### src/rtl/swu_pkg.sv
package swu_pkg;

   ////////////////////////////////////////////////////////////
   // stream word
   ////////////////////////////////////////////////////////////
   localparam int SIMD          = 2;
   localparam int IP_PRECISION  = 4;
   localparam int IFM_CHANNELS  = 4;
   localparam int EFF_CHANNELS  = IFM_CHANNELS / SIMD;
   localparam int WORD_W        = SIMD * IP_PRECISION;

   ////////////////////////////////////////////////////////////
   // map and kernel geometry
   ////////////////////////////////////////////////////////////
   localparam int IFM_WIDTH     = 4;
   localparam int IFM_HEIGHT    = 4;
   localparam int KERNEL_WIDTH  = 3;
   localparam int KERNEL_HEIGHT = 3;
   localparam int STRIDE        = 1;
   localparam int OFM_WIDTH     = (IFM_WIDTH - KERNEL_WIDTH) / STRIDE + 1;
   localparam int OFM_HEIGHT    = (IFM_HEIGHT - KERNEL_HEIGHT) / STRIDE + 1;

   // derived sizes, all in stream words
   localparam int ROW_WORDS     = IFM_WIDTH * EFF_CHANNELS;
   localparam int FRAME_WORDS   = ROW_WORDS * IFM_HEIGHT;
   localparam int BUFFER_SIZE   = KERNEL_HEIGHT * ROW_WORDS;
   localparam int WINDOW_WORDS  = KERNEL_WIDTH * KERNEL_HEIGHT * EFF_CHANNELS;
   localparam int OUT_WORDS     = OFM_WIDTH * OFM_HEIGHT * WINDOW_WORDS;
   localparam int COL_STEP      = STRIDE * EFF_CHANNELS;
   localparam int ROW_STEP      = STRIDE * ROW_WORDS;

   // widths
   localparam int ADDR_W        = $clog2(BUFFER_SIZE);
   // room for one buffer wrap
   localparam int POS_W         = ADDR_W + 1;
   localparam int CNT_W         = $clog2(FRAME_WORDS + 1);
   localparam int OUT_CNT_W     = $clog2(OUT_WORDS);
   localparam int CH_W          = (EFF_CHANNELS > 1) ? $clog2(EFF_CHANNELS) : 1;
   localparam int KW_W          = (KERNEL_WIDTH > 1) ? $clog2(KERNEL_WIDTH) : 1;
   localparam int KH_W          = (KERNEL_HEIGHT > 1) ? $clog2(KERNEL_HEIGHT) : 1;
   localparam int OCOL_W        = (OFM_WIDTH > 1) ? $clog2(OFM_WIDTH) : 1;
   localparam int OROW_W        = (OFM_HEIGHT > 1) ? $clog2(OFM_HEIGHT) : 1;

endpackage

### src/rtl/swu_addr_gen.sv
`timescale 1ns/1ps

module swu_addr_gen (
   input  logic                       clk,
   input  logic                       resetn,
   input  logic                       issue_i,
   input  logic                       frame_done_i,
   input  logic [swu_pkg::CH_W-1:0]   ch_i,
   input  logic [swu_pkg::KW_W-1:0]   kw_i,
   input  logic [swu_pkg::KH_W-1:0]   kh_i,
   input  logic [swu_pkg::OCOL_W-1:0] ofm_col_i,
   input  logic [swu_pkg::OROW_W-1:0] ofm_row_i,
   output logic [swu_pkg::ADDR_W-1:0] rd_addr_o
);

   import swu_pkg::*;

   logic [ADDR_W-1:0] start_q;
   logic [ADDR_W-1:0] row_base_q;
   logic [POS_W-1:0]  col_sum;
   logic [POS_W-1:0]  row_sum;
   logic [POS_W-1:0]  rd_sum;
   logic              window_end;
   logic              last_col;
   logic              last_row;

   // single wrap, every sum stays below twice the buffer size
   function automatic logic [ADDR_W-1:0] wrap(input logic [POS_W-1:0] pos);
      if (pos >= POS_W'(BUFFER_SIZE)) begin
         return ADDR_W'(pos - POS_W'(BUFFER_SIZE));
      end
      return ADDR_W'(pos);
   endfunction

   assign window_end = (ch_i == CH_W'(EFF_CHANNELS - 1)) &&
                       (kw_i == KW_W'(KERNEL_WIDTH - 1)) &&
                       (kh_i == KH_W'(KERNEL_HEIGHT - 1));
   assign last_col   = (ofm_col_i == OCOL_W'(OFM_WIDTH - 1));
   assign last_row   = (ofm_row_i == OROW_W'(OFM_HEIGHT - 1));

   assign col_sum = POS_W'(start_q + COL_STEP);
   assign row_sum = POS_W'(row_base_q + ROW_STEP);
   assign rd_sum  = POS_W'(start_q + kh_i * ROW_WORDS + kw_i * EFF_CHANNELS + ch_i);

   assign rd_addr_o = wrap(rd_sum);

   // start of the window for the current output pixel
   always_ff @(posedge clk) begin
      if (!resetn || frame_done_i) begin
         start_q    <= '0;
         row_base_q <= '0;
      end else if (issue_i && window_end) begin
         if (!last_col) begin
            start_q <= wrap(col_sum);
         end else if (last_row) begin
            start_q    <= '0;
            row_base_q <= '0;
         end else begin
            start_q    <= wrap(row_sum);
            row_base_q <= wrap(row_sum);
         end
      end
   end

endmodule

### src/rtl/swu_line_buffer.sv
`timescale 1ns/1ps

module swu_line_buffer (
   input  logic                       clk,
   input  logic                       resetn,
   input  logic [swu_pkg::WORD_W-1:0] in_data_i,
   input  logic                       in_valid_i,
   output logic                       in_ready_o,
   input  logic                       row_release_i,
   input  logic                       frame_done_i,
   output logic [swu_pkg::CNT_W-1:0]  written_cnt_o,
   input  logic [swu_pkg::ADDR_W-1:0] rd_addr_i,
   output logic [swu_pkg::WORD_W-1:0] rd_data_o
);

   import swu_pkg::*;

   logic [WORD_W-1:0] mem [BUFFER_SIZE];
   logic [WORD_W-1:0] rd_data_q;
   logic [ADDR_W-1:0] wr_ptr_q;
   logic [CNT_W-1:0]  written_q;
   logic [CNT_W-1:0]  released_q;
   logic [CNT_W-1:0]  held;
   logic              wr_en;

   ////////////////////////////////////////////////////////////
   // input flow control
   ////////////////////////////////////////////////////////////

   // words written but still needed by a window
   assign held = written_q - released_q;

   // stop at a full buffer or at the end of the frame
   assign in_ready_o = (held < CNT_W'(BUFFER_SIZE)) &&
                       (written_q < CNT_W'(FRAME_WORDS));

   assign wr_en = in_valid_i && in_ready_o;

   assign written_cnt_o = written_q;

   ////////////////////////////////////////////////////////////
   // write pointer and frame counts
   ////////////////////////////////////////////////////////////

   always_ff @(posedge clk) begin
      if (!resetn) begin
         wr_ptr_q   <= '0;
         written_q  <= '0;
         released_q <= '0;
      end else if (frame_done_i) begin
         // next frame starts at entry zero
         wr_ptr_q   <= '0;
         written_q  <= '0;
         released_q <= '0;
      end else begin
         if (wr_en) begin
            written_q <= written_q + 1'b1;
            if (wr_ptr_q == ADDR_W'(BUFFER_SIZE - 1)) begin
               wr_ptr_q <= '0;
            end else begin
               wr_ptr_q <= wr_ptr_q + 1'b1;
            end
         end
         // oldest input row no longer read
         if (row_release_i) begin
            released_q <= released_q + CNT_W'(ROW_WORDS);
         end
      end
   end

   ////////////////////////////////////////////////////////////
   // circular memory
   ////////////////////////////////////////////////////////////

   always_ff @(posedge clk) begin
      if (wr_en) begin
         mem[wr_ptr_q] <= in_data_i;
      end
      // registered read, data one cycle after the address
      rd_data_q <= mem[rd_addr_i];
   end

   assign rd_data_o = rd_data_q;

endmodule

### src/rtl/swu_output_stage.sv
`timescale 1ns/1ps

module swu_output_stage (
   input  logic                       clk,
   input  logic                       resetn,
   input  logic                       issue_i,
   input  logic [swu_pkg::WORD_W-1:0] rd_data_i,
   input  logic                       out_ready_i,
   output logic                       pipe_ready_o,
   output logic [swu_pkg::WORD_W-1:0] out_data_o,
   output logic                       out_valid_o,
   output logic                       out_fire_o
);

   import swu_pkg::*;

   // memory output holds a fresh word this cycle
   logic              rd_arrive_q;
   logic              hold_valid_q;
   logic [WORD_W-1:0] hold_data_q;
   logic              out_valid_q;
   logic [WORD_W-1:0] out_data_q;
   logic              stage1_full;
   logic [WORD_W-1:0] stage1_data;
   logic              out_free;

   // stage one is the memory word or its held copy, never both
   assign stage1_full  = rd_arrive_q || hold_valid_q;
   assign stage1_data  = hold_valid_q ? hold_data_q : rd_data_i;
   assign out_free     = !out_valid_q || out_ready_i;
   assign pipe_ready_o = !(stage1_full && out_valid_q && !out_ready_i);
   assign out_fire_o   = out_valid_q && out_ready_i;

   always_ff @(posedge clk) begin
      if (!resetn) begin
         rd_arrive_q  <= 1'b0;
         hold_valid_q <= 1'b0;
         out_valid_q  <= 1'b0;
      end else begin
         rd_arrive_q <= issue_i;
         if (out_free) begin
            out_valid_q  <= stage1_full;
            hold_valid_q <= 1'b0;
         end else if (rd_arrive_q) begin
            // output stalled, keep the word before the memory moves on
            hold_valid_q <= 1'b1;
         end
      end
   end

   always_ff @(posedge clk) begin
      if (out_free && stage1_full) begin
         out_data_q <= stage1_data;
      end
      if (!out_free && rd_arrive_q) begin
         hold_data_q <= rd_data_i;
      end
   end

   assign out_data_o  = out_data_q;
   assign out_valid_o = out_valid_q;

endmodule

### src/rtl/swu_top.sv
`timescale 1ns/1ps

module swu_top (
   input  logic                       clk,
   input  logic                       resetn,
   input  logic [swu_pkg::WORD_W-1:0] in_data_i,
   input  logic                       in_valid_i,
   output logic                       in_ready_o,
   output logic [swu_pkg::WORD_W-1:0] out_data_o,
   output logic                       out_valid_o,
   input  logic                       out_ready_i
);

   import swu_pkg::*;

   logic [CNT_W-1:0]  written_cnt;
   logic              issue;
   logic [CH_W-1:0]   ch;
   logic [KW_W-1:0]   kw;
   logic [KH_W-1:0]   kh;
   logic [OCOL_W-1:0] ofm_col;
   logic [OROW_W-1:0] ofm_row;
   logic              row_release;
   logic              frame_done;
   logic [ADDR_W-1:0] rd_addr;
   logic [WORD_W-1:0] rd_data;
   logic              pipe_ready;
   logic              out_fire;

   ////////////////////////////////////////////////////////////
   // write side and buffer
   ////////////////////////////////////////////////////////////

   swu_line_buffer u_line_buffer (
      .clk           (clk),
      .resetn        (resetn),
      .in_data_i     (in_data_i),
      .in_valid_i    (in_valid_i),
      .in_ready_o    (in_ready_o),
      .row_release_i (row_release),
      .frame_done_i  (frame_done),
      .written_cnt_o (written_cnt),
      .rd_addr_i     (rd_addr),
      .rd_data_o     (rd_data)
   );

   ////////////////////////////////////////////////////////////
   // window sequencing and read address
   ////////////////////////////////////////////////////////////

   swu_window_counter u_window_counter (
      .clk           (clk),
      .resetn        (resetn),
      .written_cnt_i (written_cnt),
      .pipe_ready_i  (pipe_ready),
      .out_fire_i    (out_fire),
      .issue_o       (issue),
      .ch_o          (ch),
      .kw_o          (kw),
      .kh_o          (kh),
      .ofm_col_o     (ofm_col),
      .ofm_row_o     (ofm_row),
      .row_release_o (row_release),
      .frame_done_o  (frame_done)
   );

   swu_addr_gen u_addr_gen (
      .clk          (clk),
      .resetn       (resetn),
      .issue_i      (issue),
      .frame_done_i (frame_done),
      .ch_i         (ch),
      .kw_i         (kw),
      .kh_i         (kh),
      .ofm_col_i    (ofm_col),
      .ofm_row_i    (ofm_row),
      .rd_addr_o    (rd_addr)
   );

   // read pipeline toward the output stream
   swu_output_stage u_output_stage (
      .clk          (clk),
      .resetn       (resetn),
      .issue_i      (issue),
      .rd_data_i    (rd_data),
      .out_ready_i  (out_ready_i),
      .pipe_ready_o (pipe_ready),
      .out_data_o   (out_data_o),
      .out_valid_o  (out_valid_o),
      .out_fire_o   (out_fire)
   );

endmodule

### src/rtl/swu_window_counter.sv
`timescale 1ns/1ps

module swu_window_counter (
   input  logic                       clk,
   input  logic                       resetn,
   input  logic [swu_pkg::CNT_W-1:0]  written_cnt_i,
   input  logic                       pipe_ready_i,
   input  logic                       out_fire_i,
   output logic                       issue_o,
   output logic [swu_pkg::CH_W-1:0]   ch_o,
   output logic [swu_pkg::KW_W-1:0]   kw_o,
   output logic [swu_pkg::KH_W-1:0]   kh_o,
   output logic [swu_pkg::OCOL_W-1:0] ofm_col_o,
   output logic [swu_pkg::OROW_W-1:0] ofm_row_o,
   output logic                       row_release_o,
   output logic                       frame_done_o
);

   import swu_pkg::*;

   logic [CH_W-1:0]      ch_q;
   logic [KW_W-1:0]      kw_q;
   logic [KH_W-1:0]      kh_q;
   logic [OCOL_W-1:0]    ofm_col_q;
   logic [OROW_W-1:0]    ofm_row_q;
   logic [OUT_CNT_W-1:0] out_cnt_q;
   // every window word of the frame has been issued
   logic                 drained_q;
   logic                 last_ch;
   logic                 last_kw;
   logic                 last_kh;
   logic                 last_col;
   logic                 last_row;
   logic                 window_end;
   logic [CNT_W-1:0]     need_pos;

   assign last_ch    = (ch_q == CH_W'(EFF_CHANNELS - 1));
   assign last_kw    = (kw_q == KW_W'(KERNEL_WIDTH - 1));
   assign last_kh    = (kh_q == KH_W'(KERNEL_HEIGHT - 1));
   assign last_col   = (ofm_col_q == OCOL_W'(OFM_WIDTH - 1));
   assign last_row   = (ofm_row_q == OROW_W'(OFM_HEIGHT - 1));
   assign window_end = last_ch && last_kw && last_kh;

   ////////////////////////////////////////////////////////////
   // issue rule
   ////////////////////////////////////////////////////////////

   // linear frame position of the word this issue reads
   assign need_pos = CNT_W'((ofm_row_q * STRIDE + kh_q) * ROW_WORDS +
                            (ofm_col_q * STRIDE + kw_q) * EFF_CHANNELS + ch_q);

   assign issue_o = pipe_ready_i && !drained_q && (written_cnt_i > need_pos);

   // input row of this output row is done, except on the last row
   assign row_release_o = issue_o && window_end && last_col && !last_row;

   assign frame_done_o = out_fire_i && (out_cnt_q == OUT_CNT_W'(OUT_WORDS - 1));

   ////////////////////////////////////////////////////////////
   // nested trackers
   ////////////////////////////////////////////////////////////

   always_ff @(posedge clk) begin
      if (!resetn) begin
         ch_q      <= '0;
         kw_q      <= '0;
         kh_q      <= '0;
         ofm_col_q <= '0;
         ofm_row_q <= '0;
      end else if (issue_o) begin
         if (!last_ch) begin
            ch_q <= ch_q + 1'b1;
         end else begin
            ch_q <= '0;
            if (!last_kw) begin
               kw_q <= kw_q + 1'b1;
            end else begin
               kw_q <= '0;
               if (!last_kh) begin
                  kh_q <= kh_q + 1'b1;
               end else begin
                  kh_q <= '0;
                  // window finished, move to the next output pixel
                  if (!last_col) begin
                     ofm_col_q <= ofm_col_q + 1'b1;
                  end else begin
                     ofm_col_q <= '0;
                     ofm_row_q <= last_row ? '0 : ofm_row_q + 1'b1;
                  end
               end
            end
         end
      end
   end

   // frame end tracking on the output side
   always_ff @(posedge clk) begin
      if (!resetn) begin
         drained_q <= 1'b0;
         out_cnt_q <= '0;
      end else if (frame_done_o) begin
         drained_q <= 1'b0;
         out_cnt_q <= '0;
      end else begin
         if (issue_o && window_end && last_col && last_row) begin
            drained_q <= 1'b1;
         end
         if (out_fire_i) begin
            out_cnt_q <= out_cnt_q + 1'b1;
         end
      end
   end

   assign ch_o      = ch_q;
   assign kw_o      = kw_q;
   assign kh_o      = kh_q;
   assign ofm_col_o = ofm_col_q;
   assign ofm_row_o = ofm_row_q;

endmodule

### config.mk
export PLATFORM = sky130hd
export DESIGN_NAME = swu_top
export DESIGN_NICKNAME = d
export VERILOG_FILES = /design/src/rtl/swu_pkg.sv /design/src/rtl/swu_addr_gen.sv /design/src/rtl/swu_line_buffer.sv /design/src/rtl/swu_output_stage.sv /design/src/rtl/swu_top.sv /design/src/rtl/swu_window_counter.sv
export SDC_FILE = /design/constraint.sdc
export NUM_CORES = 1
export LEC_CHECK = 0
export BUFFER_PORTS_ARGS = -buffer_cell sky130_fd_sc_hd__buf_2
export CORE_ASPECT_RATIO = 1.25
export CORE_MARGIN = 2
export CORE_UTILIZATION = 50
export CTS_CLUSTER_SIZE = 14
export DETAILED_ROUTE_END_ITERATION = 7
export PLACE_DENSITY = 0.66
export SLEW_MARGIN = 20
export SYNTH_ARGS = -nofsm -noshare
export SYNTH_HDL_FRONTEND = slang
export SYNTH_SLANG_ARGS = --single-unit
### constraint.sdc
create_clock -name clk -period 4.9 [get_ports clk]
set_input_delay 0.98 -clock clk [delete_from_list [all_inputs] [get_ports clk]]
set_output_delay 0.98 -clock clk [all_outputs]
set_load 0.01 [all_outputs]
# [After elaboration in Yosys (flattened, before gate mapping)]
# Memories as Yosys holds them, arrays and structs flattened. A register that Yosys moved wholly into a read port is not among the register bits.
# Cells that the tools add are included.
# Widths: inputs -> output; s select.
[word_totals] latch_bits=0 register_bits=61 n_memories=1 output_inout_bits=10 rom_bits=0 elab_cells=111 input_bits=12 mem_bits_rw=192
[classes] add_sub_neg=22 muxes=27 n_reduce_logical=33 n_shift=0 mul=0 eq_ne=4 div_mod_pow=0 bitwise=1 order_cmp=6
[memory_table] name="u_line_buffer.mem" depth=24 word_bits=8 read_ports=1 rd_ports_with_merged_regs=1 write_ports=1 line="swu_line_buffer.sv:18" text="logic [WORD_W-1:0] mem [BUFFER_SIZE];"
[ops] operator="$mux 5" n=9
[ops] operator="$ge 6x5->1 const B" n=3
[ops] operator="$logic_and 1x1->1" n=16
[ops] operator="$mux 1" n=15
[ops] operator="$sub 5x5->5 const B" n=3
[ops] operator="$add 6x1->6" n=2
[ops] operator="$mux 8" n=1
[ops] operator="$add 7x1->7 const B" n=1
[ops] operator="$eq 7x7->1 const B" n=1
[ops] operator="$logic_not 1->1" n=7
[ops] operator="$add 1x2->3" n=2
[ops] operator="$add 5x2->6 const B" n=1
[ops] operator="$add 5x4->6 const B" n=1
[ops] operator="$add 5x5->6" n=1
[ops] operator="$add 6x1->6 const B" n=1
[ops] operator="$add 6x3->6" n=1
[ops] operator="$add 6x4->6 const B" n=1
[ops] operator="$add 6x6->6" n=1
[ops] operator="$gt 6x6->1" n=1
[ops] operator="$lt 6x5->1 const B" n=1
[ops] operator="$lt 6x6->1 const B" n=1
[ops] operator="$sub 6x6->6" n=1
[ops] operator="$add 5x1->5 const B" n=1
[ops] operator="$eq 5x5->1 const B" n=1
[ops] operator="other kinds (11)" n=20

# [Depth between registers and ports, before layout]
# Gate-level depths: netlist of the first run.
[logic_depth] ltp_word=12 depth_mapped=12 ltp_nobuf=12

# [Cells and area by module]
# From an unflattened synthesis of the first run, not the netlist that was laid out.
[hier_totals] hier_cells=704 area_unflattened_um2=10901.7
[modules_own_cells] mod="swu_line_buffer" seq_area_each_um2=6206.0 cells_each=465 instances=1 area_each_um2=8415.6
[modules_own_cells] mod="swu_window_counter" seq_area_each_um2=300.3 cells_each=99 instances=1 area_each_um2=924.6
[modules_own_cells] mod="swu_addr_gen" seq_area_each_um2=200.2 cells_each=103 instances=1 area_each_um2=832.0
[modules_own_cells] mod="swu_output_stage" seq_area_each_um2=540.5 cells_each=37 instances=1 area_each_um2=729.4

# [Worst setup path after synthesis of the first run]
# No wires, ideal clock.
[synth_path] kind="reg2reg" start="register u_window_counter.kw_q[0], in the netlist u_window_counter.kw_o[0]" end="register u_addr_gen.start_q[3]" setup_time_ns=0.128 setup_slack_ns=1.872 path_stages_with_launch=13 period_less_slack_ns=3.028 arrival_ns=2.901 path_cell_list="dfxtp_1 ha_1 ha_1 ha_1 fa_1 inv_1 ha_1 and4_1 a221oi_2 nand2_2 nor3_4 mux2i_1 nor2_1"
[synth_via] elab_chain_cells=6 elab_cells_between_ends=9 cone_classes="add/sub (3); order compare (1); eq/ne (1); reduce/logical (4)"
[synth_rtl] element="from (decl)" line="swu_window_counter.sv:22" text="logic [KW_W-1:0] kw_q;"
[synth_rtl] element="from (signal assigned)" line="swu_window_counter.sv:76" text="kw_q <= kw_q + 1'b1;"
[synth_rtl] element="$add 1x2->3" line="swu_window_counter.sv:50" text="(ofm_col_q * STRIDE + kw_q) * EFF_CHANNELS + ch_q);"
[synth_rtl] element="$add 6x6->6" line="swu_window_counter.sv:49" text="assign need_pos = CNT_W'((ofm_row_q * STRIDE + kh_q) * ROW_WORDS +"
[synth_rtl] element="$add 6x1->6" line="swu_window_counter.sv:50"
[synth_rtl] element="$gt 6x6->1" line="swu_window_counter.sv:52" text="assign issue_o = pipe_ready_i && !drained_q && (written_cnt_i > need_pos);"
[synth_rtl] element="$logic_and 1x1->1" line="swu_window_counter.sv:52"
[synth_rtl] element="$logic_and 1x1->1 (*)" line="swu_addr_gen.sv:52" text="end else if (issue_i && window_end) begin"
[synth_rtl] element="to (signal assigned)" line="swu_addr_gen.sv:54" text="start_q <= wrap(col_sum);"
[synth_rtl] element="to (signal assigned)" line="swu_addr_gen.sv:59" text="start_q <= wrap(row_sum);"
[synth_rtl] element="to (decl)" line="swu_addr_gen.sv:18" text="logic [ADDR_W-1:0] start_q;"
# Mark *: on every way between the ends. The rest lies on a longest branch, timed or not.
# A chain may end at the register's enable or synchronous reset.

# [Final worst setup path of the first run]
[layout_path] start="register u_window_counter.ofm_row_q, in the netlist u_window_counter.ofm_row_o" end="register u_window_counter.kh_q[0], in the netlist u_window_counter.kh_o[0]"
[layout_via] elab_chain_cells=6
[layout_rtl] element="from (decl)" line="swu_window_counter.sv:25" text="logic [OROW_W-1:0] ofm_row_q;"
[layout_rtl] element="from (signal assigned)" line="swu_window_counter.sv:88" text="ofm_row_q <= last_row ? '0 : ofm_row_q + 1'b1;"
[layout_rtl] element="$add 1x2->3" line="swu_window_counter.sv:49"
[layout_rtl] element="$add 6x6->6" line="swu_window_counter.sv:49"
[layout_rtl] element="$add 6x1->6" line="swu_window_counter.sv:50"
[layout_rtl] element="$gt 6x6->1" line="swu_window_counter.sv:52"
[layout_rtl] element="$logic_and 1x1->1" line="swu_window_counter.sv:52"
[layout_rtl] element="$reduce_and 3->1 (no source line)"
[layout_rtl] element="to (signal assigned)" line="swu_window_counter.sv:80" text="kh_q <= kh_q + 1'b1;"
[layout_rtl] element="to (decl)" line="swu_window_counter.sv:23" text="logic [KH_W-1:0] kh_q;"
# No other way between the ends.

==> results of run 1 <==
cells in the mapped netlist, drive strengths merged (8+ instances only):
cell and number:
a21oi 15, and2 13, buf 13, clkbuf 12, dfxtp 50, edfxtp 208, ha 27, inv 20
mux2 18, mux2i 42, mux4 48, nand2 27, nand3 9, nor2 57, nor2b 9, o21ai 10
xnor2 9, xor2 8
registers in the layout (all words and copies together) (netlist names):
signal,flops
u_output_stage.out_data_o,8
u_line_buffer.wr_ptr_q,5
u_window_counter.out_cnt_q,7
u_line_buffer.released_q,3
u_window_counter.kh_o,2
u_addr_gen.row_base_q,5
u_output_stage.hold_valid_q,1
u_window_counter.kw_o,2
u_window_counter.ofm_col_o,1
u_output_stage.hold_data_q,8
u_window_counter.ch_o,1
u_output_stage.rd_arrive_q,1
u_line_buffer.mem,192
u_window_counter.drained_q,1
u_addr_gen.start_q,5
u_window_counter.ofm_row_o,1
u_line_buffer.rd_data_o,8
u_output_stage.out_valid_o,1
u_line_buffer.written_cnt_o,6
worst paths after layout:
| check | start | endpoint |
|---|---|---|
| min reg2reg | u_line_buffer.rd_data_o[0] | u_output_stage.hold_data_q[0] |
| min | u_line_buffer.rd_data_o[0] | u_output_stage.hold_data_q[0] |
| max | u_window_counter.ofm_row_o | u_window_counter.kh_o[0] |
| max reg2reg | u_window_counter.ofm_row_o | u_window_counter.kh_o[0] |
area by class of cell:
cell class,count,area [um2]
repair buffers,24,127.6
well taps,279,349.1
inverters,20,75.07
clock inverters,17,145.1
multi-input cells,344,3364
fillers,1667,9371
clock buffers,29,640.6
flip-flops and latches,258,7247
layer usage:
metal  track usage (%)  routed length [um]  vias up
li1                  -                   -     2543
met1             23.90                8414     2839
met2             32.53               10450      139
met3             2.499                 863       34
met4             5.118                 427        0
met5                 0                   0        -
per-stage QoR:
step                hold slack (ns)  power [mW]  instances  util [%]
finish                       0.4360       5.031        971     56.04
global route                 0.4514       5.233        971     56.04
CTS                          0.4323       5.083        971     56.04
detailed placement           0.4229       3.240        925     52.36
global placement             0.4151       3.223        925     52.36
floorplan                    0.4044       3.048        647         -
power by group through the flow:
| stage | Sequential, mW | Clock, mW | Combinational (mW) |
|---|---|---|---|
| 2_1_floorplan | 2.54 | 0 | 0.511 |
| 3_3_place_gp | 2.54 | 0 | 0.687 |
| 3_5_place_dp | 2.54 | 0 | 0.699 |
| 4_1_cts | 2.49 | 1.89 | 0.703 |
| 5_1_grt | 2.50 | 1.98 | 0.754 |
| 6_report | 2.49 | 1.85 | 0.686 |
worst max-delay path, stage by stage (launching register included):
cell and delay (ns):
dfxtp_1 0.54, ha_1 0.31, ha_1 0.19, fa_1 0.48
inv_1 0.04, ha_1 0.29, and4_1 0.23, a221oi_2 0.81
nor2_1 0.19, nand3b_1 0.20, mux2i_1 0.19
cell usage in the layout, fill, tap and decap left out, drive strengths merged, types with 2 or more instances in the layout:
master / synthesis / routed
a21oi: 15 / 15
dfxtp: 50 / 50
and2: 13 / 13
clkinvlp: 0 / 2
nor3: 4 / 4
a211oi: 2 / 2
mux4: 48 / 48
clkinv: 0 / 12
nand2: 27 / 27
edfxtp: 208 / 208
buf: 13 / 24
nor2: 57 / 57
o21a: 2 / 2
inv: 20 / 21
mux2: 18 / 18
o41ai: 2 / 2
bufinv: 0 / 2
o21ai: 10 / 10
and4: 2 / 2
a21o: 5 / 5
a21boi: 2 / 2
nor2b: 9 / 9
nand3: 9 / 9
ha: 27 / 27
xor2: 8 / 8
a31oi: 2 / 2
nand3b: 5 / 5
fa: 3 / 3
clkbuf: 12 / 29
nand4: 3 / 3
xnor2: 9 / 9
or2: 2 / 2
a221oi: 2 / 2
mux2i: 42 / 42
logic make-up (layout without fill, tap and decap cells):
group / count (synthesis) / count (layout) / synth area share [%]
DFF: 258 / 258 / 67.32
buffers and inverters: 45 / 90 / 1.778
muxes: 108 / 108 / 15.83
and+or+nand+nor: 137 / 137 / 6.335
adders and majority gates: 30 / 30 / 3.696
AOI/OAI and AO/OA: 52 / 52 / 3.591
xor gates and xnor gates: 17 / 17 / 1.453
==> impl_results.md, run 1 <==
* Max-slew violation count at 0
* Initial antenna violation count at 0
* Worst EP arrival at ~4 ns
* Final setup fails at 0
* Final worst path period share at between 70 and 80%
* Htree depth at 1
* Minimum clock period at roughly 3.5 ns
* Sequential area share after synthesis at between 60% and 70%
* Post-synth EDFFs at 208
* CP Capture Type: register
* PnR worst setup slack at 1.351 ns
* Pleak at just under 4 nW
* Die Span X at 135.2 um
* Syn Area/Cell at 16.64 um2
* Slew @ Worst Pin at 0.9647 ns
* Area fraction of the dominant cell type after synthesis at between 50% and 60%
* Peak supply drop at around 0.00025 V
* Ports at 22
* DP Wirelength at approximately 13000 um
* CTS Sinks at around 260
* Final instance area at 11950 um2
* Area growth syn-to-layout at 11.00%
* Vias in the first global route at about 5800
* Maximum net fanout on the critical path at 11
* Max-slew headroom at about 36%
* Startpoint Class: register
* Peak Freq at approximately 280 MHz
* Synthesized area at 10770 um2
* Post-synth cell types at a little under 60
* DRC at 0
* Nets at about 700
* Vias per cell at around 5.7
* Final Hold Vio Count at 0
* Setup Fix Bufs, Post-CTS at 0
* CTS Buffer Depth at 3
* # rows at 60
* Cells after synthesis at between 600 and 700
* Clk Latency, worst-skew pair at 0.53 ns
* Setup TNS Final at 0 ns
* CTS Hold Bufs at 0
* Power per Cell Area at roughly 420 nW/um2
* Number of instances resized during post-cts repair at 0
* Top cells by area, synth: edfxtp_1, mux4_2, dfxtp_1, mux2i_1, ha_1
* Ys flop type: edfxtp_1
* Post-synth top area cell: edfxtp_1
* RSZ-0062 raised after global routing: false
* CTS buffer count at 25
* Clock root cell: clkbuf_16
* CP required at 5.36 ns
* Synth async-reset ratio at 0%
* WL final at ~20000 um
* Initial core utilization at 50.49%
* Switching share of power at between 20% and 30%
* Largest net degree at the start of global routing at slightly below 50
* Placer Congestion at 0.7590
* Worst setup path class: register to register
* HP Class: register to register
* CTS clock-pin slew for the worst setup and hold paths at roughly 0.060 ns
* Clk pwr share at roughly 37%
* Routed wire per std cell at slightly above 20 um
* Grt ovf at 0
* Setup WS pre-CTS at 1.316 ns
* Combinational share of power at 13.6%
* First-pass DRT Iterations at 5
* Seq pwr share at about half
* Switch Pwr at 1.196 mW
* Initial DRC Count at ~400
* Via Count at around 5600
* Routed Antenna Nets at 0
* Yosys reg bits at roughly 260
* YS warnings at 0
* Core ar. at between 20000 and 25000 um2
* First-pass GRT wire length at approximately 32000 um
* DIE HEIGHT at 168.1 um
* Skew final at 0.009736 ns
* Diode count at 0
* PortBufs at 21
* CTS tree: done
* Reg2Reg Depth at 10
* Layout cells sized above 1 at 20.81%
* Syn Nets at between 600 and 700
* Outcome: finished clean
* Max Cap Viol at 0
* Flop2flop setup slack at about 1.4 ns
* Placement Cell Area at ~11000 um2
* Gr usage total at 18.40%
* DIE AREA at 22730 um2
* Hold path depth at 0
* Internal power at 3.835 mW
No activity file was read; power rests on OpenSTA's default activity.
==> run 2: changes to the inputs <==
Settings changed: PLACE_DENSITY 0.66 to 0.68.
Clock period 4.9 ns to 2.9 ns, I/O delays scaled along.
==> impl_results.md, run 2 (synthesized netlist as in run 1, its figures left out) <==
* Outcome: finished with violations (was finished clean)
* Failing checks: negative setup slack
* Final instance area at 12480 um2 (was 11950 um2)
* CP max stage cell: fa_1 (was a221oi_2)
* Nets at 762 (was 715)
* Minimum clock period at 2.926 ns (was 3.549 ns)
* DP Wirelength at 13250 um (was 13000 um)
* Peak Freq at 341.8 MHz (was 281.7 MHz)
* Max Cap Viol at 0 (unchanged)
* HP Class: input port to register (was register to register)
* Largest net degree at the start of global routing at 39 (was 49)
* Crit path buffers/inverters at 2 (was 1)
* Diode count at 0 (unchanged)
* Most frequent cells in the layout: edfxtp_1, nor2_1, mux4_2, dfxtp_1 (was edfxtp_1, nor2_1, dfxtp_1)
* Clock root cell: clkbuf_16 (unchanged)
* DIE AREA at 22730 um2 (unchanged)
* Maximum net fanout on the critical path at 5 (was 11)
* Layout cells sized above 1 at 27.91% (was 20.81%)
* CTS tree: done (unchanged)
* Initial antenna violation count at 0 (unchanged)
* Gr usage total at 18.54% (was 18.40%)
* Switching share of power at 23.79% (was 23.78%)
* Largest Register: u_line_buffer.mem (unchanged)
* Ports at 22 (unchanged)
* DIE HEIGHT at 168.1 um (unchanged)
* Clk pwr share at 35.7% (was 36.8%)
* FF-to-FF Start: u_window_counter.kw_o[0] (was u_window_counter.ofm_row_o)
* Vias in the first global route at 6038 (was 5818)
* Die Span X at 135.2 um (unchanged)
* Slew @ Worst Pin at 0.7205 ns (was 0.9647 ns)
* CP required at 3.31 ns (was 5.36 ns)
* Commonest non-fill, non-tap cell in the layout: edfxtp_1 (unchanged)
* Pleak at 4.160 nW (was 3.898 nW)
* Reg2Reg Depth at 13 (was 10)
* Grt ovf at 0 (unchanged)
* FF-to-FF End: u_line_buffer.released_q[4] (was u_window_counter.kh_o[0])
* First-pass GRT wire length at 32400 um (was 32090 um)
* Core ar. at 21320 um2 (unchanged)
* Hold path depth at 3 (was 0)
* WL final at 20080 um (was 20160 um)
* Initial DRC Count at 331 (was 408)
* Final Total Pwr at 8.615 mW (was 5.031 mW)
* Max-slew violation count at 0 (unchanged)
* Worst Hold Endpoint: u_window_counter.out_cnt_q[1] (was u_output_stage.hold_data_q[0])
* CTS Sinks at 258 (unchanged)
* PnR worst setup slack at -0.02571 ns (was 1.351 ns)
* Family with the most delay on the worst path: adder cells (unchanged)
* # rows at 60 (unchanged)
* Final worst path period share at 100.9% (was 72.43%)
* Final setup fails at 2 (was 0)
* Max incr delay on CP at 0.51 ns (was 0.81 ns)
* RSZ-0062 raised after global routing: true (was false)
* Htree depth at 1 (unchanged)
* Routed wire per std cell at 19.74 um (was 20.76 um)
* Power per Cell Area at 690.2 nW/um2 (was 421.0 nW/um2)
* PortBufs at 21 (unchanged)
* Flop2flop setup slack at -0.03 ns (was 1.35 ns)
* Met2 Use GR at 33.24% (was 32.53%)
* First-pass DRT Iterations at 8 (was 5)
* Internal power at 6.565 mW (was 3.835 mW)
* Initial core utilization at 50.49% (unchanged)
* Routed Antenna Nets at 0 (unchanged)
* Switch Pwr at 2.050 mW (was 1.196 mW)
* CTS Buffer Depth at 3 (unchanged)
* GRT busiest layer: met2 (unchanged)
* CTS buffer count at 26 (was 25)
* Placer Congestion at 0.7925 (was 0.7590)
* Seq pwr share at 48.9% (was 49.5%)
* Worst EP arrival at 3.33 ns (was 4.01 ns)
* CTS Hold Bufs at 0 (unchanged)
* Combinational share of power at 15.5% (was 13.6%)
* Max reg flops at 192 (unchanged)
* Peak supply drop at 0.0003995 V (was 0.0002518 V)
* Startpoint Class: register (unchanged)
* Clk Latency, worst-skew pair at 0.53 ns (about the same)
* Met3 Use GR at 2.620% (was 2.499%)
* Most common cell on crit path: ha_4 (was ha_1)
* Final core utilization at 58.54% (was 56.04%)
* Final std cells w/o fill at 1017 (was 971)
* CP Capture Type: register (unchanged)
* Vias per cell at 5.574 (was 5.721)
* Area growth syn-to-layout at 15.95% (was 11.00%)
* Crit path cell chain: ha_4 > ha_4 > ha_4 > fa_1 > inv_2 > ha_4 > and4_4 > a221oi_4 > buf_6 > nand2_8 > nor3_4 > mux2i_1 > nor2_1 (was ha_1 > ha_1 > fa_1 > inv_1 > ha_1 > and4_1 > a221oi_2 > nor2_1 > nand3b_1 > mux2i_1)
* CTS clock-pin slew for the worst setup and hold paths at 0.06 ns (about the same)
* Via Count at 5669 (was 5555)
* Routing usage on met1 at 23.75% (was 23.90%)
* Final Hold Vio Count at 0 (unchanged)
* DRC at 0 (unchanged)
* Worst hold start: out_ready_i (was u_line_buffer.rd_data_o[0])
* Placement Cell Area at 11550 um2 (was 11160 um2)
* Dpl cells at 966 (was 925)
* Max-slew headroom at 51.87% (was 35.69%)
* Worst setup path class: register to register (unchanged)
* Skew final at 0.01035 ns (was 0.009736 ns)
-- run 2: cell type report --
type | instances | area [um2]
Clock inverter | 16 | 120.1
Inverter | 20 | 75.07
Timing Repair Buffer | 70 | 543.0
Tap cell | 279 | 349.1
Clock buffer | 30 | 665.6
Multi-Input combinational cell | 344 | 3477
Fill cell | 1605 | 8838
Sequential cell | 258 | 7252
-- run 2: worst max-delay path by stage --
stage | from | to | slack, ns | depth (start not counted)
final | u_window_counter.kw_o[0] | u_line_buffer.released_q[4] | -0.03 | 13
after global routing | u_window_counter.kw_o[0] | u_line_buffer.released_q[4] | -0.13 | 13
after CTS | u_window_counter.kw_o[0] | u_addr_gen.start_q[4] | -0.03 | 12
after detailed placement | u_window_counter.kw_o[0] | u_addr_gen.start_q[4] | -0.19 | 12
after global placement | u_window_counter.kw_o[0] | u_addr_gen.start_q[4] | -0.08 | 12
after floorplan | u_window_counter.kw_o[0] | u_addr_gen.start_q[3] | 0.009 | 12
-- run 2: metrics by stage --
step	setup slack, ns	hold slack (ns)	TNS, ns
2_1_floorplan	0.009308	0.4044	0
3_3_place_gp	-0.08092	0.4140	-0.5896
3_5_place_dp	-0.1893	0.4149	-1.842
4_1_cts	-0.02570	0.3506	-0.03205
5_1_grt	-0.1313	0.3735	-1.076
6_report	-0.02571	0.3676	-0.02775
-- run 2: power by group through the flow --
stage / clock (mW) / sequential (mW) / combinational [mW]
global placement: 0 / 4.28 / 1.25
floorplan: 0 / 4.29 / 0.866
CTS: 3.15 / 4.21 / 1.32
global route: 3.29 / 4.22 / 1.45
finish: 3.07 / 4.21 / 1.33
detailed placement: 0 / 4.29 / 1.28
-- run 2: what timing repair did --
action	in CTS	in global routing
pin swaps	7	11
setup buffers	2	3
hold endpoints to repair	0	0
resized for setup	10	14
setup endpoints to repair	18	40
-- run 2: per-layer routing --
| metal | vias to the layer above | wire, um |
|---|---|---|
| li1 | 2636 | - |
| met1 | 2882 | 8430 |
| met2 | 126 | 10480 |
| met3 | 25 | 809 |
| met4 | 0 | 360 |
| met5 | - | 0 |
-- run 2: worst reg2reg max path, cell delays in order, from the launching register on --
cell,delay [ns]
dfxtp_4,0.35
ha_4,0.16
ha_4,0.16
ha_4,0.15
fa_1,0.51
inv_2,0.06
ha_4,0.21
and4_4,0.16
a221oi_4,0.30
buf_6,0.16
nand2_8,0.06
nor3_4,0.25
mux2i_1,0.21
nor2_1,0.06
==> run 3: changes to the inputs <==
Settings changed: CORE_UTILIZATION 50 to 55, PLACE_DENSITY 0.68 to 0.74.
==> impl_results.md, run 3 (synthesized netlist as in run 1, its figures left out) <==
* Outcome: finished with violations (unchanged)
* Failing checks: negative setup slack (unchanged)
* Final Hold Vio Count at 0 (unchanged)
* CTS Buffer Depth at 3 (unchanged)
* Max-slew headroom at 51.34% (was 51.87%)
* Reg2Reg Depth at 13 (unchanged)
* First-pass GRT wire length at 32590 um (was 32400 um)
* Htree depth at 1 (unchanged)
* Max reg flops at 192 (unchanged)
* Peak Freq at 342.1 MHz (was 341.8 MHz)
* Max Cap Viol at 0 (unchanged)
* DRC at 0 (unchanged)
* CTS tree: done (unchanged)
* # rows at 57 (was 60)
* Layout cells sized above 1 at 28.42% (was 27.91%)
* Crit path cell chain: ha_4 > ha_4 > ha_4 > fa_1 > inv_2 > ha_4 > and4_4 > buf_6 > a221oi_4 > buf_4 > nor3_4 > xor2_1 > and2_1 (was ha_4 > ha_4 > ha_4 > fa_1 > inv_2 > ha_4 > and4_4 > a221oi_4 > buf_6 > nand2_8 > nor3_4 > mux2i_1 > nor2_1)
* Startpoint Class: register (unchanged)
* Sequential cell area at 7252 um2 (unchanged)
* CTS clock-pin slew for the worst setup and hold paths at 0.06 ns (about the same)
* CTS Sinks at 258 (unchanged)
* Pleak at 4.199 nW (was 4.160 nW)
* Core ar. at 19330 um2 (was 21320 um2)
* Max-slew violation count at 0 (unchanged)
* DP Wirelength at 13240 um (was 13250 um)
* CP max stage cell: fa_1 (unchanged)
* PortBufs at 21 (unchanged)
* Area growth syn-to-layout at 16.54% (was 15.95%)
* DIE AREA at 20720 um2 (was 22730 um2)
* Seq pwr share at 47.9% (was 48.9%)
* Clk Latency, worst-skew pair at 0.53 ns (about the same)
* DIE HEIGHT at 160.4 um (was 168.1 um)
* CP required at 3.32 ns (was 3.31 ns)
* Gr usage total at 20.74% (was 18.54%)
* Vias in the first global route at 6056 (was 6038)
* Crit path to: u_window_counter.ofm_col_o (was u_line_buffer.released_q[4])
* Final setup fails at 2 (unchanged)
* Skew final at 0.009484 ns (was 0.01035 ns)
* Power per Cell Area at 700.5 nW/um2 (was 690.2 nW/um2)
* Maximum net fanout on the critical path at 6 (was 5)
* Combinational share of power at 15.9% (was 15.5%)
* Most common cell on crit path: ha_4 (unchanged)
* Critical Path Start: u_window_counter.kw_o[0] (unchanged)
* First-pass DRT Iterations at 5 (was 8)
* PnR worst setup slack at -0.02288 ns (was -0.02571 ns)
* Nets at 765 (was 762)
* Most frequent cells in the layout: edfxtp_1, nor2_1, mux4_2, dfxtp_1, buf_4 (was edfxtp_1, nor2_1, mux4_2, dfxtp_1)
* Slew @ Worst Pin at 0.7284 ns (was 0.7205 ns)
* Placer Congestion at 0.8062 (was 0.7925)
* Worst setup path class: register to register (unchanged)
* FILL cells at 1329 (was 1605)
* Minimum clock period at 2.923 ns (was 2.926 ns)
* Clock root cell: clkbuf_16 (unchanged)
* FF-to-FF Start: u_window_counter.kw_o[0] (unchanged)
* Largest Register: u_line_buffer.mem (unchanged)
* Routed Antenna Nets at 0 (unchanged)
* Switching share of power at 23.50% (was 23.79%)
* Final core utilization at 64.91% (was 58.54%)
* HP Class: input port to register (unchanged)
* Clk pwr share at 36.1% (was 35.7%)
* Initial DRC Count at 486 (was 331)
* Max incr delay on CP at 0.52 ns (was 0.51 ns)
* CP Capture Type: register (unchanged)
* Flop2flop setup slack at -0.02 ns (was -0.03 ns)
* RSZ-0062 raised after global routing: true (unchanged)
* CTS buffer count at 25 (was 26)
* CTS Hold Bufs at 0 (unchanged)
* Diode count at 0 (unchanged)
* Initial core utilization at 55.70% (was 50.49%)
* Grt ovf at 0 (unchanged)
* FF-to-FF End: u_window_counter.ofm_col_o (was u_line_buffer.released_q[4])
* Final worst path period share at 100.8% (was 100.9%)
* Ports at 22 (unchanged)
* Largest net degree at the start of global routing at 49 (was 39)
* Footprint of the multi-input gates at 3518 um2 (was 3477 um2)
* Commonest non-fill, non-tap cell in the layout: edfxtp_1 (unchanged)
* WL final at 20710 um (was 20080 um)
* Routed wire per std cell at 20.62 um (was 19.74 um)
* Peak supply drop at 0.0005351 V (was 0.0003995 V)
* Switch Pwr at 2.065 mW (was 2.050 mW)
* Via Count at 5747 (was 5669)
* Die Span X at 129.1 um (was 135.2 um)
* Internal power at 6.723 mW (was 6.565 mW)
* Hold WS at 0.3624 ns (was 0.3676 ns)
* Worst EP arrival at 3.34 ns (was 3.33 ns)
* Vias per cell at 5.724 (was 5.574)
* Initial antenna violation count at 0 (unchanged)
==> run 3: layout make-up <==
cell class	instances	area share, %
multi-input combinational	344	28.04
tap	265	2.643
clock buffer	30	5.136
timing repair buffer	74	4.568
inverter	20	0.5984
clock inverter	13	1.207
sequential	258	57.80
==> run 3: routing by layer <==
layer | vias up | global-route usage [%] | routed length (um)
met1 | 2930 | 27.46 | 8523
met2 | 132 | 36.27 | 10950
met3 | 40 | 2.332 | 761
li1 | 2645 | - | -
met4 | 0 | 5.978 | 473
met5 | - | 0 | 0
==> run 3: worst max-delay path: cells and delay by family, from the launching register on <==
kind,cells,cell delay (ns)
compound gates,1,0.37
xor+xnor,1,0.15
fa+ha+maj,5,1.20
buf+inv,3,0.36
flops,1,0.36
simple gates,3,0.38
==> run 3: worst min path at each step <==
| stage | start | endpoint | slack, ns | cells after the start |
|---|---|---|---|---|
| 6_report | out_ready_i | u_window_counter.out_cnt_q[1] | 0.36 | 3 |
| 5_1_grt | out_ready_i | u_window_counter.out_cnt_q[1] | 0.38 | 3 |
| 4_1_cts | out_ready_i | u_window_counter.out_cnt_q[1] | 0.35 | 3 |
| 3_5_place_dp | u_line_buffer.rd_data_o[6] | u_output_stage.hold_data_q[6] | 0.41 | 0 |
| 3_3_place_gp | u_line_buffer.rd_data_o[2] | u_output_stage.hold_data_q[2] | 0.41 | 0 |
| 2_1_floorplan | u_line_buffer.rd_data_o[0] | u_output_stage.hold_data_q[0] | 0.40 | 0 |
==> run 3: metrics by stage <==
stage               TNS (ns)  instance area [um2]  total power, mW  cells  setup slack [ns]
floorplan                  0                10780            5.156    647          0.009308
detailed placement    -1.320                11580            5.599    958           -0.1254
finish              -0.03176                12550            8.788   1004          -0.02288
global route          -1.371                12550            9.112   1004           -0.1561
global placement     -0.1081                11580            5.567    958          -0.02721
CTS                 -0.07542                12420            8.785   1001          -0.03994
==> run 3: power groups by stage <==
stage,clock network (mW),registers [mW],logic (mW)
after floorplan,0,4.29,0.866
after global placement,0,4.28,1.28
after detailed placement,0,4.29,1.31
after CTS,3.23,4.21,1.35
after global routing,3.38,4.22,1.51
final,3.18,4.21,1.40
==> run 3: repair_timing <==
action,CTS,global route
setup buffers,1,3
gates resized for setup,8,18
setup endpoints to repair,20,23
pin swaps,3,7
